<file path="src/mem_sys_pkg.sv">
/*
 * shared types for the memory subsystem
 * response codes follow AXI encoding, only OKAY and SLVERR are produced
 */
package mem_sys_pkg;

	// fixed widths of the bus side fields
	localparam int RESP_W = 2;
	localparam int STATE_W = 2;

	// data bits covered by one strobe bit
	localparam int STRB_PER_BYTE = 8;

	// read and write response codes
	typedef enum logic [RESP_W-1:0] {
		OKAY   = 2'b00,
		SLVERR = 2'b10 // address beyond the memory
	} axi_resp_e;

	// arbiter controller states
	typedef enum logic [STATE_W-1:0] {
		ARB_IDLE = 2'b00, // free to grant
		ARB_DATA = 2'b01, // data read or write owns the bus
		ARB_INST = 2'b10  // instruction fetch owns the bus
	} arb_state_e;

endpackage
</file>
<file path="src/axi_lite_if.sv">
/*
 * AXI-Lite bundle of the five channels, no prot or cache signals
 * strobe width is DATA_W / STRB_PER_BYTE
 */
interface axi_lite_if #(
	parameter int ADDR_W = 32,
	parameter int DATA_W = 32
);
	import mem_sys_pkg::*;

	localparam int STRB_W = DATA_W / STRB_PER_BYTE;

	// read address
	logic [ADDR_W-1:0] araddr;
	logic              arvalid;
	logic              arready;

	// read data
	logic [DATA_W-1:0] rdata;
	axi_resp_e         rresp;
	logic              rvalid;
	logic              rready;

	// write address
	logic [ADDR_W-1:0] awaddr;
	logic              awvalid;
	logic              awready;

	// write data
	logic [DATA_W-1:0] wdata;
	logic [STRB_W-1:0] wstrb;
	logic              wvalid;
	logic              wready;

	// write response
	axi_resp_e         bresp;
	logic              bvalid;
	logic              bready;

	modport master (
		output araddr, arvalid, input arready,
		input rdata, rresp, rvalid, output rready,
		output awaddr, awvalid, input awready,
		output wdata, wstrb, wvalid, input wready,
		input bresp, bvalid, output bready
	);

	modport slave (
		input araddr, arvalid, output arready,
		output rdata, rresp, rvalid, input rready,
		input awaddr, awvalid, output awready,
		input wdata, wstrb, wvalid, output wready,
		output bresp, bvalid, input bready
	);

endinterface

</file>
<file path="src/axi_arbiter.sv">
/*
 * one transaction in flight, data has priority over instruction fetch
 * a data write is granted only with AW and W valid together
 * responses are registered and held until the owner takes them
 */
module axi_arbiter #(
	parameter int ADDR_W = 32,
	parameter int DATA_W = 32
) (
	input  logic                   clk_i,
	input  logic                   rst_i,

	// instruction fetch, read only
	input  logic [ADDR_W-1:0]      inst_araddr_i,
	input  logic                   inst_arvalid_i,
	output logic                   inst_arready_o,
	output logic [DATA_W-1:0]      inst_rdata_o,
	output mem_sys_pkg::axi_resp_e inst_rresp_o,
	output logic                   inst_rvalid_o,
	input  logic                   inst_rready_i,

	// data read
	input  logic [ADDR_W-1:0]      data_araddr_i,
	input  logic                   data_arvalid_i,
	output logic                   data_arready_o,
	output logic [DATA_W-1:0]      data_rdata_o,
	output mem_sys_pkg::axi_resp_e data_rresp_o,
	output logic                   data_rvalid_o,
	input  logic                   data_rready_i,

	// data write
	input  logic [ADDR_W-1:0]      data_awaddr_i,
	input  logic                   data_awvalid_i,
	output logic                   data_awready_o,
	input  logic [DATA_W-1:0]      data_wdata_i,
	input  logic [DATA_W/mem_sys_pkg::STRB_PER_BYTE-1:0] data_wstrb_i,
	input  logic                   data_wvalid_i,
	output logic                   data_wready_o,
	output mem_sys_pkg::axi_resp_e data_bresp_o,
	output logic                   data_bvalid_o,
	input  logic                   data_bready_i,

	axi_lite_if.master             mem
);
	import mem_sys_pkg::*;

	localparam int STRB_W = DATA_W / STRB_PER_BYTE;

	arb_state_e        state_q;
	arb_state_e        state_d;
	logic              grant_wr;
	logic              grant_drd;
	logic              grant_ird;
	logic              rsp_done;   // owner took its response

	logic              is_wr_q;    // granted transaction is a write
	logic              rsp_wait_q; // SRAM response still outstanding
	logic              arvalid_q;
	logic              awvalid_q;
	logic              wvalid_q;
	logic [ADDR_W-1:0] addr_q;     // shared by AR and AW
	logic [DATA_W-1:0] wdata_q;
	logic [STRB_W-1:0] wstrb_q;

	logic              inst_rvalid_q;
	logic              data_rvalid_q;
	logic              data_bvalid_q;
	logic [DATA_W-1:0] inst_rdata_q;
	logic [DATA_W-1:0] data_rdata_q;
	axi_resp_e         inst_rresp_q;
	axi_resp_e         data_rresp_q;
	axi_resp_e         data_bresp_q;

	// fixed priority: write, data read, fetch
	always_comb begin
		grant_wr  = 1'b0;
		grant_drd = 1'b0;
		grant_ird = 1'b0;
		if (state_q == ARB_IDLE) begin
			if (data_awvalid_i && data_wvalid_i) begin
				grant_wr = 1'b1;
			end else if (data_arvalid_i) begin
				grant_drd = 1'b1;
			end else if (inst_arvalid_i) begin
				grant_ird = 1'b1;
			end
		end
	end

	assign rsp_done = (inst_rvalid_q && inst_rready_i) ||
		(data_rvalid_q && data_rready_i) ||
		(data_bvalid_q && data_bready_i);

	always_comb begin
		state_d = state_q;
		case (state_q)
			ARB_IDLE: begin
				if (grant_wr || grant_drd) begin
					state_d = ARB_DATA;
				end else if (grant_ird) begin
					state_d = ARB_INST;
				end
			end
			ARB_DATA, ARB_INST: begin
				if (rsp_done) begin
					state_d = ARB_IDLE;
				end
			end
			default: state_d = ARB_IDLE;
		endcase
	end

	always_ff @(posedge clk_i) begin
		if (rst_i) begin
			state_q       <= ARB_IDLE;
			is_wr_q       <= 1'b0;
			rsp_wait_q    <= 1'b0;
			arvalid_q     <= 1'b0;
			awvalid_q     <= 1'b0;
			wvalid_q      <= 1'b0;
			inst_rvalid_q <= 1'b0;
			data_rvalid_q <= 1'b0;
			data_bvalid_q <= 1'b0;
		end else begin
			state_q <= state_d;
			if (grant_wr || grant_drd || grant_ird) begin
				is_wr_q    <= grant_wr;
				rsp_wait_q <= 1'b1;
			end

			// request valids rise the cycle after the grant
			if (grant_drd || grant_ird) begin
				arvalid_q <= 1'b1;
			end else if (mem.arready) begin
				arvalid_q <= 1'b0;
			end
			if (grant_wr) begin
				awvalid_q <= 1'b1;
				wvalid_q  <= 1'b1;
			end else begin
				if (mem.awready) awvalid_q <= 1'b0; // halves may go separately
				if (mem.wready) wvalid_q <= 1'b0;
			end

			if (mem.rvalid && mem.rready) begin
				rsp_wait_q <= 1'b0;
				if (state_q == ARB_INST) begin
					inst_rvalid_q <= 1'b1;
				end else begin
					data_rvalid_q <= 1'b1;
				end
			end
			if (mem.bvalid && mem.bready) begin
				rsp_wait_q    <= 1'b0;
				data_bvalid_q <= 1'b1;
			end

			if (inst_rvalid_q && inst_rready_i) inst_rvalid_q <= 1'b0;
			if (data_rvalid_q && data_rready_i) data_rvalid_q <= 1'b0;
			if (data_bvalid_q && data_bready_i) data_bvalid_q <= 1'b0;
		end
	end

	// request and response payload
	always_ff @(posedge clk_i) begin
		if (grant_wr) begin
			addr_q  <= data_awaddr_i;
			wdata_q <= data_wdata_i;
			wstrb_q <= data_wstrb_i;
		end else if (grant_drd) begin
			addr_q <= data_araddr_i;
		end else if (grant_ird) begin
			addr_q <= inst_araddr_i;
		end

		if (mem.rvalid && mem.rready) begin
			if (state_q == ARB_INST) begin
				inst_rdata_q <= mem.rdata;
				inst_rresp_q <= mem.rresp;
			end else begin
				data_rdata_q <= mem.rdata;
				data_rresp_q <= mem.rresp;
			end
		end
		if (mem.bvalid && mem.bready) data_bresp_q <= mem.bresp;
	end

	// requester side
	assign inst_arready_o = grant_ird;
	assign data_arready_o = grant_drd;
	assign data_awready_o = grant_wr;
	assign data_wready_o  = grant_wr;

	assign inst_rdata_o  = inst_rdata_q;
	assign inst_rresp_o  = inst_rresp_q;
	assign inst_rvalid_o = inst_rvalid_q;
	assign data_rdata_o  = data_rdata_q;
	assign data_rresp_o  = data_rresp_q;
	assign data_rvalid_o = data_rvalid_q;
	assign data_bresp_o  = data_bresp_q;
	assign data_bvalid_o = data_bvalid_q;

	// SRAM side
	assign mem.araddr  = addr_q;
	assign mem.arvalid = arvalid_q;
	assign mem.awaddr  = addr_q;
	assign mem.awvalid = awvalid_q;
	assign mem.wdata   = wdata_q;
	assign mem.wstrb   = wstrb_q;
	assign mem.wvalid  = wvalid_q;
	assign mem.rready  = rsp_wait_q && !is_wr_q;
	assign mem.bready  = rsp_wait_q && is_wr_q;

endmodule

</file>
<file path="src/flat_wrapper.sv">
// flat-port wrapper written by rule: the top's interface ports become plain ports
module axi_arbiter_flat import mem_sys_pkg::*;
#(
	parameter int ADDR_W = 32,
	parameter int DATA_W = 32
)
  (clk_i, rst_i, inst_araddr_i, inst_arvalid_i, inst_arready_o, inst_rdata_o, inst_rresp_o, inst_rvalid_o, inst_rready_i, data_araddr_i, data_arvalid_i, data_arready_o, data_rdata_o, data_rresp_o, data_rvalid_o, data_rready_i, data_awaddr_i, data_awvalid_i, data_awready_o, data_wdata_i, data_wstrb_i, data_wvalid_i, data_wready_o, data_bresp_o, data_bvalid_o, data_bready_i, mem_araddr, mem_arvalid, mem_arready, mem_rdata, mem_rresp, mem_rvalid, mem_rready, mem_awaddr, mem_awvalid, mem_awready, mem_wdata, mem_wstrb, mem_wvalid, mem_wready, mem_bresp, mem_bvalid, mem_bready);
  axi_lite_if #(.ADDR_W(ADDR_W), .DATA_W(DATA_W)) mem_i ();
  input  logic clk_i;
  input  logic rst_i;
  input  logic [ADDR_W-1:0] inst_araddr_i;
  input  logic inst_arvalid_i;
  output logic inst_arready_o;
  output logic [DATA_W-1:0] inst_rdata_o;
  output mem_sys_pkg::axi_resp_e inst_rresp_o;
  output logic inst_rvalid_o;
  input  logic inst_rready_i;
  input  logic [ADDR_W-1:0] data_araddr_i;
  input  logic data_arvalid_i;
  output logic data_arready_o;
  output logic [DATA_W-1:0] data_rdata_o;
  output mem_sys_pkg::axi_resp_e data_rresp_o;
  output logic data_rvalid_o;
  input  logic data_rready_i;
  input  logic [ADDR_W-1:0] data_awaddr_i;
  input  logic data_awvalid_i;
  output logic data_awready_o;
  input  logic [DATA_W-1:0] data_wdata_i;
  input  logic [DATA_W/mem_sys_pkg::STRB_PER_BYTE-1:0] data_wstrb_i;
  input  logic data_wvalid_i;
  output logic data_wready_o;
  output mem_sys_pkg::axi_resp_e data_bresp_o;
  output logic data_bvalid_o;
  input  logic data_bready_i;
  output wire logic [$bits(mem_i.araddr)-1:0] mem_araddr;
  output wire logic [$bits(mem_i.arvalid)-1:0] mem_arvalid;
  input wire logic [$bits(mem_i.arready)-1:0] mem_arready;
  input wire logic [$bits(mem_i.rdata)-1:0] mem_rdata;
  input wire logic [$bits(mem_i.rresp)-1:0] mem_rresp;
  input wire logic [$bits(mem_i.rvalid)-1:0] mem_rvalid;
  output wire logic [$bits(mem_i.rready)-1:0] mem_rready;
  output wire logic [$bits(mem_i.awaddr)-1:0] mem_awaddr;
  output wire logic [$bits(mem_i.awvalid)-1:0] mem_awvalid;
  input wire logic [$bits(mem_i.awready)-1:0] mem_awready;
  output wire logic [$bits(mem_i.wdata)-1:0] mem_wdata;
  output wire logic [$bits(mem_i.wstrb)-1:0] mem_wstrb;
  output wire logic [$bits(mem_i.wvalid)-1:0] mem_wvalid;
  input wire logic [$bits(mem_i.wready)-1:0] mem_wready;
  input wire logic [$bits(mem_i.bresp)-1:0] mem_bresp;
  input wire logic [$bits(mem_i.bvalid)-1:0] mem_bvalid;
  output wire logic [$bits(mem_i.bready)-1:0] mem_bready;
  assign mem_araddr = mem_i.araddr;
  assign mem_arvalid = mem_i.arvalid;
  assign mem_i.arready = mem_arready;
  assign mem_i.rdata = mem_rdata;
  assign mem_i.rresp = mem_rresp;
  assign mem_i.rvalid = mem_rvalid;
  assign mem_rready = mem_i.rready;
  assign mem_awaddr = mem_i.awaddr;
  assign mem_awvalid = mem_i.awvalid;
  assign mem_i.awready = mem_awready;
  assign mem_wdata = mem_i.wdata;
  assign mem_wstrb = mem_i.wstrb;
  assign mem_wvalid = mem_i.wvalid;
  assign mem_i.wready = mem_wready;
  assign mem_i.bresp = mem_bresp;
  assign mem_i.bvalid = mem_bvalid;
  assign mem_bready = mem_i.bready;
  axi_arbiter #(.ADDR_W(ADDR_W), .DATA_W(DATA_W)) u_core (.clk_i(clk_i), .rst_i(rst_i), .inst_araddr_i(inst_araddr_i), .inst_arvalid_i(inst_arvalid_i), .inst_arready_o(inst_arready_o), .inst_rdata_o(inst_rdata_o), .inst_rresp_o(inst_rresp_o), .inst_rvalid_o(inst_rvalid_o), .inst_rready_i(inst_rready_i), .data_araddr_i(data_araddr_i), .data_arvalid_i(data_arvalid_i), .data_arready_o(data_arready_o), .data_rdata_o(data_rdata_o), .data_rresp_o(data_rresp_o), .data_rvalid_o(data_rvalid_o), .data_rready_i(data_rready_i), .data_awaddr_i(data_awaddr_i), .data_awvalid_i(data_awvalid_i), .data_awready_o(data_awready_o), .data_wdata_i(data_wdata_i), .data_wstrb_i(data_wstrb_i), .data_wvalid_i(data_wvalid_i), .data_wready_o(data_wready_o), .data_bresp_o(data_bresp_o), .data_bvalid_o(data_bvalid_o), .data_bready_i(data_bready_i), .mem(mem_i));
endmodule
</file>
<file path="config.mk">
export PLATFORM = sky130hd
export DESIGN_NAME = axi_arbiter_flat
export DESIGN_NICKNAME = d
export VERILOG_FILES = /design/src/mem_sys_pkg.sv /design/src/axi_lite_if.sv /design/src/axi_arbiter.sv /design/src/flat_wrapper.sv
export SDC_FILE = /design/constraint.sdc
export NUM_CORES = 1
export LEC_CHECK = 0
export BUFFER_PORTS_ARGS = -buffer_cell sky130_fd_sc_hd__buf_2
export CAP_MARGIN = 10
export CORE_AREA = 2 2 142 144
export CTS_CLUSTER_SIZE = 10
export DETAILED_ROUTE_END_ITERATION = 12
export DIE_AREA = 0 0 144 146
export SYNTH_ARGS = -nofsm -noshare
export SYNTH_HDL_FRONTEND = slang
export SYNTH_SLANG_ARGS = --single-unit
</file>
<file path="constraint.sdc">
create_clock -name clk_i -period 3.4 [get_ports clk_i]
set_clock_uncertainty 0.2 [all_clocks]
set_input_delay 0.17 -clock clk_i [delete_from_list [all_inputs] [get_ports clk_i]]
set_output_delay 0.17 -clock clk_i [all_outputs]
set_load 0.03 [all_outputs]
</file>
* Word level (Yosys, flattened, before mapping)
Index checks and enable logic that the tools add are counted.
** Word-level totals
- Word-level logic and storage cells :: 71
- Input port bits :: 182
- Output and inout port bits :: 182
- Bits in registers :: 148
** Operators by class
- Reductions and logical operators :: 27
- Eq/ne operators :: 4
- Bitwise operators :: 1
- Multiplexer cells :: 22
** Operators with widths (number)
- 32-bit 2-to-1 mux :: 3
- 1-bit 2-to-1 mux :: 15
- 1-bit logical AND :: 8
- 2-bit OR reduction :: 4
- 2-bit 2-to-1 mux :: 3
- 2-bit AND reduction :: 3
- 2-bit nonzero test :: 3
- 1-bit logical OR :: 5
- 2-bit case mux with 2 select lines :: 1
- 3-bit by 2-bit != test with 1-bit output (second input constant) :: 1
- 3-bit nonzero test :: 1
- 3-bit OR reduction :: 1
- 2-bit by 1-bit == test with 1-bit output (second input constant) :: 1
- 2-bit == test (second input constant) :: 1
- 2-bit logical NOT :: 1
- 2-bit by 1-bit != test with 1-bit output (second input constant) :: 1
- 1-bit logical NOT :: 1
- 1-bit inverter :: 1

* Longest topological paths before layout
Gate-level depths: netlist of run 1.
- Word-level depth :: 7
- Mapped depth :: 7

* Least setup slack after synthesis of run 1
No wires, ideal clock.
- Kind :: reg-to-reg
- From :: register u_core.state_q[0]
- To :: register u_core.addr_q[0], in the netlist u_core.mem.araddr[0] (enable)
- Library setup time :: 435 ps
- Data arrival time :: 2342 ps
- Data required time :: 2765 ps
- Stages on the path, launching flop included :: 6
- Path slack :: 423 ps
- Path through :: dfxtp_1 -> inv_1 -> ha_1 -> buf_4 -> inv_1 -> a21oi_1
** On the way
- Word-level cells in the longest chain between the ends :: 3
- Elaborated cells on any way between the ends :: 5
- Classes of those cells :: mux (3); reduce/logical (2)
** RTL lines
- from (decl) :: line axi_arbiter.sv:49 : arb_state_e state_q;
- from (signal assigned) :: line axi_arbiter.sv:125 : state_q <= state_d;
- 2-bit logical NOT * :: line axi_arbiter.sv:79 : if (state_q == ARB_IDLE) begin
- 1-bit 2-to-1 mux :: line axi_arbiter.sv:79
- 3-bit nonzero test (no source line) *
- to (signal assigned) :: line axi_arbiter.sv:167 : addr_q <= data_awaddr_i;
- to (signal assigned) :: line axi_arbiter.sv:171 : addr_q <= data_araddr_i;
- to (signal assigned) :: line axi_arbiter.sv:173 : addr_q <= inst_araddr_i;
- to (decl) :: line axi_arbiter.sv:61 : logic [ADDR_W-1:0] addr_q;
Every way passes the cells marked *; elsewhere a longest branch is shown, timed or not.
A chain may end at the register's enable or synchronous reset.

* Worst setup path after layout of run 1
- From :: register u_core.state_q[0]
- To :: register u_core.addr_q[8], in the netlist u_core.mem.araddr[8] (data pin)
** On the way
- Word-level cells in the longest chain between the ends :: 4
- Elaborated cells on any way between the ends :: 5
- Classes of those cells :: mux (4); reduce/logical (1)
** RTL lines
- 2-bit logical NOT * :: line axi_arbiter.sv:79
- 1-bit 2-to-1 mux :: line axi_arbiter.sv:79
- 32-bit 2-to-1 mux :: line axi_arbiter.sv:170 : end else if (grant_drd) begin
- 32-bit 2-to-1 mux * :: line axi_arbiter.sv:166 : if (grant_wr) begin
Marks and branches as above.

==> results of run 1 <==
cells by family (layout without fill, tap and decap cells):
| group | after synthesis | after routing | share of synthesized area [%] |
|---|---|---|---|
| muxes | 2 | 2 | 0.3560 |
| buffers and inverters | 56 | 560 | 6.742 |
| DFF | 148 | 148 | 77.26 |
| adders and majority gates | 2 | 2 | 0.4450 |
| and+or+nand+nor | 25 | 25 | 2.492 |
| AOI/OAI and AO/OA | 81 | 81 | 12.71 |
where the power goes:
group	leakage [nW]	internal [mW]	switching (mW)	total (mW)
clock network	0.296	1.00	0.857	1.86
registers	1.36	2.44	0.155	2.60
logic	2.48	0.891	1.65	2.54
per-stage QoR:
| step | cell area [um2] | power [mW] | instances | utilization [%] | hold WS, ps |
|---|---|---|---|---|---|
| 4_1_cts | 9604 | 7.059 | 1083 | 49.67 | 5.958 |
| 6_report | 9604 | 6.995 | 1083 | 49.67 | 30.72 |
| 3_5_place_dp | 7486 | 4.878 | 900 | 38.72 | 148.5 |
| 5_1_grt | 9604 | 7.322 | 1083 | 49.67 | 34.59 |
| 3_3_place_gp | 7486 | 4.861 | 900 | 38.72 | 146.9 |
| 2_1_floorplan | 5623 | 4.371 | 314 | - | 68.87 |
routing by layer:
layer / vias up / share of wire [%] / GRT usage, %
li1: 2194 / - / -
met4: 0 / 2.3 / 6.127
met1: 2137 / 38 / 17.24
met3: 26 / 8.2 / 4.837
met5: - / 0 / 0
met2: 242 / 52 / 29.14
final timing paths:
check                           slack, ps  depth (start not counted)                      startpoint                             end
worst min register to register        270                          2  u_core.state_q[0]$_SDFFE_PP0P_  u_core.state_q[0]$_SDFFE_PP0P_
worst min-delay path                   30                          4                  inst_arvalid_i     u_core.is_wr_q$_SDFFE_PP0P_
worst max-delay path                  440                          7  u_core.state_q[0]$_SDFFE_PP0P_  u_core.mem.araddr[8]$_DFFE_PP_
worst max register to register        440                          7  u_core.state_q[0]$_SDFFE_PP0P_  u_core.mem.araddr[8]$_DFFE_PP_
state kept, by name, summed over array words and instances (netlist names):
register and cells:
u_core.mem.wstrb 4, u_core.inst_rdata_o 32, u_core.state_q 2, u_core.data_bvalid_o 1, u_core.inst_rresp_o 2, u_core.mem.awvalid 1
u_core.mem.arvalid 1, u_core.rsp_wait_q 1, u_core.mem.araddr 32, u_core.is_wr_q 1, u_core.mem.wvalid 1, u_core.data_rresp_o 2
u_core.data_rvalid_o 1, u_core.mem.wdata 32, u_core.data_bresp_o 2, u_core.data_rdata_o 32, u_core.inst_rvalid_o 1
worst max-delay path: cells and delay by family, from the launching register on:
family	cells	cell delay (ps)
AOI/OAI and AO/OA	2	640
adders and majority gates	1	150
buffers and inverters	3	980
DFF	1	310
and+or+nand+nor	1	390
synth_stat cells, types with 2 or more instances:
library cell	count
a21o_1	32
a21oi_1	8
and2_1	2
and3_1	3
buf_2	3
buf_4	38
buf_6	3
clkbuf_1	4
dfxtp_1	10
edfxtp_1	138
ha_1	2
inv_1	8
mux2i_1	2
nand2_1	3
nand2b_1	5
nor2_1	4
nor2b_1	2
o221a_1	32
layout make-up:
class / instances / area, um2
Clock buffer: 17 / 425.4
Clock inverter: 15 / 181.4
Fill cell: 1687 / 9731
Inverter: 8 / 30.03
Multi-Input combinational cell: 110 / 918.4
Sequential cell: 148 / 4344
Tap cell: 265 / 331.6
Timing Repair Buffer: 520 / 3373
cell usage in the layout (no fill, tap or decap), drive strengths merged, types with 2 or more instances in the layout:
master         n
clkinv         7
nand2          4
clkbuf        17
a21boi         2
dfxtp         10
inv           16
o221a         32
and2           2
and3           3
a21o          32
nor2           4
nor2b          2
dlygate4sd3  151
a21oi          8
edfxtp       138
ha             2
mux2i          2
nand2b         5
buf          369
repair_timing:
action	4_1_cts	5_1_grt
hold buffers	151	0
endpoints found under the hold margin	147	0
endpoints found under the setup margin	0	0
==> flow_summary.json, run 1 <==
{
  "outcome": "completed",
  "slew_headroom_pct": 34.15,
  "tightest_slew_ps": 985.4,
  "routabilityCongestion": 0.7659,
  "timing.final.crit_period_ps": 2956,
  "syn_area_um2": 5623,
  "p_leak_nw": 4.143,
  "synth-edff-count": 138,
  "peakVddDrop_mv": 0.3781,
  "cp_max_fo": 36,
  "root_buffer": "clkbuf_16",
  "crit_type": "register to register",
  "wl_um": 17380,
  "h-tree-depth": 4,
  "cts_resized": 0,
  "synth_area_leaders": "edfxtp_1 74%, o221a_1 6.4%, buf_4 5.1%, a21o_1 4.3%, dfxtp_1 3.6%",
  "cts_tree": "done",
  "drcViolationCount": 0,
  "antenna_found_initial": 0,
  "io_pins": 364,
  "fin_crit_sh_pct": 86.94,
  "drtIter0Drc": 167,
  "ys_ff_latch": 148,
  "slowest_delay_ps": 560,
  "post-synth-top-area-cell": "edfxtp_1",
  "grt_usage_pct": 16.02,
  "crit_chain": "inv_1 -> ha_1 -> buf_4 -> a21boi_2 -> nand2_2 -> o221a_1 -> dlygate4sd3_1",
  "synthFlopType": "edfxtp_1",
  "cts_made_buffers": 17,
  "clkTransAtPathRegs_ps": 70,
  "post-cts-setup-buffer-count": 0,
  "setup_viol": 0,
  "hold_path.class": "input pin to register",
  "io_buffers": 363,
  "grt_pass1_wl_um": 25540,
  "syn_avg_cell_area_um2": 17.91,
  "synth-seq-area-share_pct": 77.26,
  "routed_via_density": 4.247,
  "dr.pass1.iters": 4,
  "die_width_um": 144,
  "grt-ovfl-total": 0,
  "coreArea_um2": 19330,
  "clk_latency_ps": 410,
  "num-nets-final": 989,
  "layout_setup_ws_ps": 444.2,
  "clock_sinks": 148,
  "drv_cap": 0,
  "die_y_um": 146,
  "initial_utilization_pct": 29.08,
  "layout-drive-gt1-share_pct": 49.51,
  "grt_max_degree": 39,
  "post-place-ws_ps": 1019,
  "critPathCaptureType": "register",
  "tns_ps": 0,
  "required_ps": 3360,
  "async_flop_share_pct": 0,
  "syn_nets": 498,
  "crit_slowest_cell": "dlygate4sd3_1",
  "ys.warnings.count": 0,
  "cp.arrival_ps": 2910,
  "clockBufferDepth": 2,
  "grt_pass1_vias": 4870,
  "ys_types": 33,
  "antenna_cells": 0,
  "rows": 51,
  "dp_hpwl_um": 12360,
  "wire_per_inst_um": 16.05,
  "max_freq_ghz": 0.3383,
  "power.density_nw_per_um2": 728.4,
  "synth_top_area_share_pct": 73.70,
  "synth_cells": 314,
  "rsz0062_at_grt": "false",
  "syn_to_final_growth_pct": 70.81,
  "startpoint_type": "register",
  "finalHoldViolations": 0,
  "drv_slew": 0,
  "ant_nets": 0,
  "num_vias": 4599,
  "die_area_um2": 21020
}
Power figures use the tool's default switching activity.
==> run 2: changes to the inputs <==
--- a/config.mk
+++ b/config.mk
@@ -12,4 +12,5 @@
 export DETAILED_ROUTE_END_ITERATION = 12
 export DIE_AREA = 0 0 144 146
+export SETUP_SLACK_MARGIN = 0.2
 export SYNTH_ARGS = -nofsm -noshare
 export SYNTH_HDL_FRONTEND = slang
==> constraint.sdc (replaced) <==
create_clock -name clk_i -period 3.4 [get_ports clk_i]
set_clock_uncertainty 0.2 [all_clocks]
set_input_delay 0.34 -clock clk_i [delete_from_list [all_inputs] [get_ports clk_i]]
set_output_delay 0.34 -clock clk_i [all_outputs]
set_load 0.03 [all_outputs]
==> flow_summary.json, run 2 (synthesized netlist as in run 1, its figures left out) <==
{
  "routabilityCongestion": 0.7649,
  "routed_via_density": 4.295,
  "rows": 51,
  "hold_path.class": "input pin to register",
  "cts_made_buffers": 17,
  "num_vias": 4342,
  "dp.cells": 901,
  "layout_common_cells": "363 x buf_2, 138 x edfxtp_1, 77 x dlygate4sd3_1",
  "root_buffer": "clkbuf_16",
  "hold-worst-slack_ps": 43.57,
  "num-nets-final": 916,
  "dp_hpwl_um": 12270,
  "slew_headroom_pct": 34.62,
  "clk_latency_ps": 410,
  "drv_cap": 0,
  "grt_pass1_wl_um": 24810,
  "coreArea_um2": 19330,
  "cts_resized": 0,
  "io_pins": 364,
  "ant_nets": 0,
  "final_common_cell": "buf_2",
  "grt_max_degree": 36,
  "critPathCaptureType": "output pin",
  "cp.arrival_ps": 2350,
  "wire_per_inst_um": 16.62,
  "clock_sinks": 148,
  "startpoint_type": "register",
  "fin_crit_sh_pct": 85.12,
  "die_y_um": 146,
  "final_cells": 1011,
  "p_leak_nw": 3.834,
  "fillers": 1735,
  "syn_to_final_growth_pct": 57.88,
  "peakVddDrop_mv": 0.3274,
  "drtIter0Drc": 191,
  "clockBufferDepth": 2,
  "seq_area_um2": 4344,
  "post-cts-setup-buffer-count": 0,
  "finalHoldViolations": 0,
  "tns_ps": 0,
  "required_ps": 2860,
  "io_buffers": 363,
  "grt-ovfl-total": 0,
  "timing.final.crit_period_ps": 2894,
  "layout-drive-gt1-share_pct": 54.50,
  "die_area_um2": 21020,
  "rsz0062_at_grt": "false",
  "crit_type": "register to output pin",
  "die_width_um": 144,
  "drv_slew": 0,
  "grt_usage_pct": 15.61,
  "clkTransAtPathRegs_ps": 70,
  "antenna_found_initial": 1,
  "multi_input_area_um2": 918.4,
  "initial_utilization_pct": 29.08,
  "outcome": "completed",
  "cts_tree": "done",
  "dr.pass1.iters": 4,
  "setup_viol": 0,
  "h-tree-depth": 4,
  "wl_um": 16800,
  "grt_pass1_vias": 4544,
  "power.density_nw_per_um2": 761.6,
  "cp_max_fo": 35,
  "tightest_slew_ps": 978.4,
  "max_freq_ghz": 0.3455,
  "p_total_mw": 6.761,
  "drcViolationCount": 0
}
-- run 2: cell types whose count changed in the layout (fill, tap and decap cells not counted) --
cell	change
clkinv_8	+2
buf_4	+1
diode_2	+1
clkinvlp_4	+1
dlygate4sd3_1	-74
inv_8	-1
clkinv_4	-1
inv_12	-1
-- run 2: stage by stage --
step / setup WS (ps) / instance area [um2] / utilization (%)
after floorplan: 422.9 / 5623 / -
after global placement: 948.8 / 7493 / 38.76
after detailed placement: 971.5 / 7493 / 38.76
final: 506.0 / 8877 / 45.91
after global routing: 296.8 / 8877 / 45.91
after CTS: 494.6 / 8875 / 45.90
-- run 2: timing repair --
| action | 4_1_cts | 5_1_grt |
|---|---|---|
| hold buffers | 77 | 0 |
| setup endpoints to repair | 0 | 0 |
| endpoints found under the hold margin | 111 | 0 |
-- run 2: critical path: stages (launching register included) --
cell and delay [ps]:
dfxtp_1 320, inv_1 80, ha_1 170, buf_4 350, a21boi_2 270, nand2_2 400
inv_1 140, buf_2 210
-- run 2: metal layers --
| metal | global-route usage, % | vias to the layer above | wire, um |
|---|---|---|---|
| li1 | - | 2049 | - |
| met1 | 17.74 | 2034 | 6501 |
| met4 | 5.686 | 0 | 335 |
| met3 | 4.804 | 22 | 1436 |
| met5 | 0 | - | 0 |
| met2 | 27.40 | 237 | 8526 |
-- run 2: worst paths after layout --
kind / cells after the start / startpoint / slack (ps) / end
min reg2reg: 2 / u_core.mem.wvalid$_SDFFE_PP0P_ / 280 / u_core.mem.wvalid$_SDFFE_PP0P_
min: 4 / data_bready_i / 40 / u_core.data_bvalid_o$_SDFFE_PP0P_
max: 7 / u_core.state_q[0]$_SDFFE_PP0P_ / 510 / data_arready_o
max reg2reg: 6 / u_core.state_q[0]$_SDFFE_PP0P_ / 960 / u_core.mem.araddr[4]$_DFFE_PP_
-- run 2: layout make-up --
type / count / share of cell area, %
clock buffer: 17 / 4.792
antenna: 1 / 0.02819
inverter: 8 / 0.3383
clock inverter: 15 / 2.086
sequential: 148 / 48.94
multi-input combinational: 110 / 10.35
tap: 265 / 3.735
timing repair buffer: 447 / 29.74
-- run 2: report_power, final --
| group | internal, mW | leakage [nW] | switching [mW] |
|---|---|---|---|
| logic | 0.692 | 2.18 | 1.61 |
| clock network | 0.997 | 0.292 | 0.870 |
| registers | 2.44 | 1.36 | 0.152 |
| total | 4.13 | 3.83 | 2.63 |
==> run 3: changes to the inputs <==
Settings changed: ABC_AREA set to 1, CORE_AREA 2 2 142 144 to 2 2 140 142, DIE_AREA 0 0 144 146 to 0 0 142 144.
==> flow_summary.json, run 3 <==
{
  "min_path_cells": 3,
  "crit_chain": "inv_1 -> ha_1 -> nand3_4 -> inv_1 -> buf_2",
  "required_ps": 2860,
  "post-synth-top-area-cell": "edfxtp_1",
  "post-place-ws_ps": 1112,
  "timing.final.crit_period_ps": 2457,
  "routabilityCongestion": 0.8613,
  "clk_latency_ps": 410,
  "routed_via_density": 4.221,
  "cts_tree": "done",
  "post-synth-top-count-cell": "edfxtp_1",
  "ys.warnings.count": 0,
  "synth_cells": 356,
  "synth_top_area_share_pct": 76.02,
  "design_area_um2": 8698,
  "drtIter0Drc": 297,
  "die_y_um": 144,
  "ys_types": 20,
  "syn_area_um2": 5451,
  "layout-drive-gt1-share_pct": 51.01,
  "drv_cap": 0,
  "hold-worst-slack_ps": 35.61,
  "crit_type": "register to output pin",
  "h-tree-depth": 4,
  "path_depth": 5,
  "antenna_cells": 0,
  "synth_area_leaders": "edfxtp_1 76%, nor2_1 4.8%, buf_4 4.5%, dfxtp_1 3.7%, o22ai_1 3.6%",
  "grt_usage_pct": 15.32,
  "wl_um": 16420,
  "power.density_nw_per_um2": 738.8,
  "num-nets-final": 967,
  "tns_ps": 0,
  "ant_nets": 0,
  "ys_ff_latch": 148,
  "slew_headroom_pct": 57.84,
  "async_flop_share_pct": 0,
  "fin_crit_sh_pct": 72.27,
  "startpoint_type": "register",
  "antenna_found_initial": 0,
  "grt_max_degree": 36,
  "post-cts-setup-buffer-count": 0,
  "peakVddDrop_mv": 0.3458,
  "outcome": "completed",
  "finalHoldViolations": 0,
  "cp_max_fo": 10,
  "num_vias": 4365,
  "fillers": 1739,
  "setup_viol": 0,
  "clockBufferDepth": 2,
  "drcViolationCount": 0,
  "io_pins": 364,
  "rows": 51,
  "crit_buf_inv": 3,
  "initial_utilization_pct": 28.57,
  "synth-edff-count": 138,
  "syn_nets": 540,
  "wire_per_inst_um": 15.88,
  "grt_pass1_wl_um": 23290,
  "clock_sinks": 148,
  "dp_hpwl_um": 11660,
  "tightest_slew_ps": 630.9,
  "critPathCaptureType": "output pin",
  "max_freq_ghz": 0.4070,
  "layout_common_cells": "363 x buf_2, 138 x edfxtp_1, 81 x dlygate4sd3_1",
  "cp_common_cell": "inv_1",
  "p_leak_nw": 3.853,
  "syn_avg_cell_area_um2": 15.31,
  "cts_made_buffers": 17,
  "place_area_um2": 7288,
  "synth-seq-area-share_pct": 79.69,
  "layout_setup_ws_ps": 942.9,
  "synth_commonest_cells": "138 x edfxtp_1, 69 x nor2_1, 33 x buf_4, 31 x o22ai_1, 21 x nand2_1",
  "slowest_delay_ps": 390,
  "root_buffer": "clkbuf_16",
  "coreArea_um2": 19080,
  "drv_slew": 0,
  "clkTransAtPathRegs_ps": 70,
  "hold_path.class": "input pin to register",
  "crit_slowest_cell": "inv_1",
  "cp.arrival_ps": 1920,
  "die_width_um": 142,
  "io_buffers": 363,
  "cp_top_family": "buffers and inverters",
  "die_area_um2": 20450,
  "synthFlopType": "edfxtp_1",
  "grt_pass1_vias": 4355,
  "syn_to_final_growth_pct": 59.56,
  "final_common_cell": "buf_2",
  "dr.pass1.iters": 4,
  "rsz0062_at_grt": "false",
  "grt-ovfl-total": 0,
  "ff2ff_path_depth": 7
}
==> run 3: cell count changes in the layout (fill, tap and decap cells not counted), moves of 11 or more <==
cell and change:
nand2_1 +18, o221a_1 -32, nor2_1 +65, o22ai_1 +30
inv_1 +11, a21o_1 -32
==> run 3: through the flow <==
stage / power, mW / utilization [%] / std cells
final: 6.426 / 45.59 / 1034
after global routing: 6.723 / 45.59 / 1034
after CTS: 6.493 / 45.59 / 1034
after detailed placement: 4.511 / 38.20 / 921
after global placement: 4.504 / 38.20 / 921
after floorplan: 4.057 / - / 356
==> run 3: logic make-up after synthesis <==
logic type,Yosys count,share of synthesized area (%)
simple gates,97,7.368
fa+ha+maj,2,0.4590
flops,148,79.69
buf+inv,63,7.505
compound gates,46,4.980
==> run 3: cell type report <==
type / instances / area (um2) / share of cell area [%]
sequential: 148 / 4344 / 49.94
clock inverter: 14 / 170.2 / 1.956
clock buffer: 18 / 429.2 / 4.934
inverter: 21 / 78.83 / 0.9062
tap: 238 / 297.8 / 3.423
multi-input combinational: 145 / 705.7 / 8.113
timing repair buffer: 450 / 2673 / 30.72
==> run 3: tightest hold or removal path: stages <==
cell,delay (ps)
buf_2,70
nor2_1,30
nor2_1,80
==> run 3: path summary, 6_finish.rpt <==
path | start | slack, ps | to
max | u_core.state_q[0]$_SDFFE_PP0P_ | 940 | data_awready_o
max reg2reg | u_core.state_q[0]$_SDFFE_PP0P_ | 1110 | u_core.mem.araddr[10]$_DFFE_PP_
min | inst_araddr_i[30] | 40 | u_core.mem.araddr[30]$_DFFE_PP_
min reg2reg | u_core.state_q[0]$_SDFFE_PP0P_ | 280 | u_core.state_q[0]$_SDFFE_PP0P_
==> run 3: per-layer routing <==
layer | global-route usage [%] | vias to the layer above | routed length [um]
met5 | 0 | - | 0
met4 | 6.895 | 0 | 396
met2 | 25.81 | 211 | 8215
met3 | 3.974 | 25 | 1179
met1 | 18.58 | 2023 | 6629
li1 | - | 2106 | -
==> run 3: where the power goes <==
part | internal (mW) | total, mW | switching [mW]
sequential | 2.39 | 2.54 | 0.150
combinational | 0.553 | 2.01 | 1.46
clock | 1.11 | 1.88 | 0.771
==> run 3: repair_timing <==
action,4_1_cts,5_1_grt
hold buffers,81,0
hold endpoints to repair,115,0
resized for setup,0,0
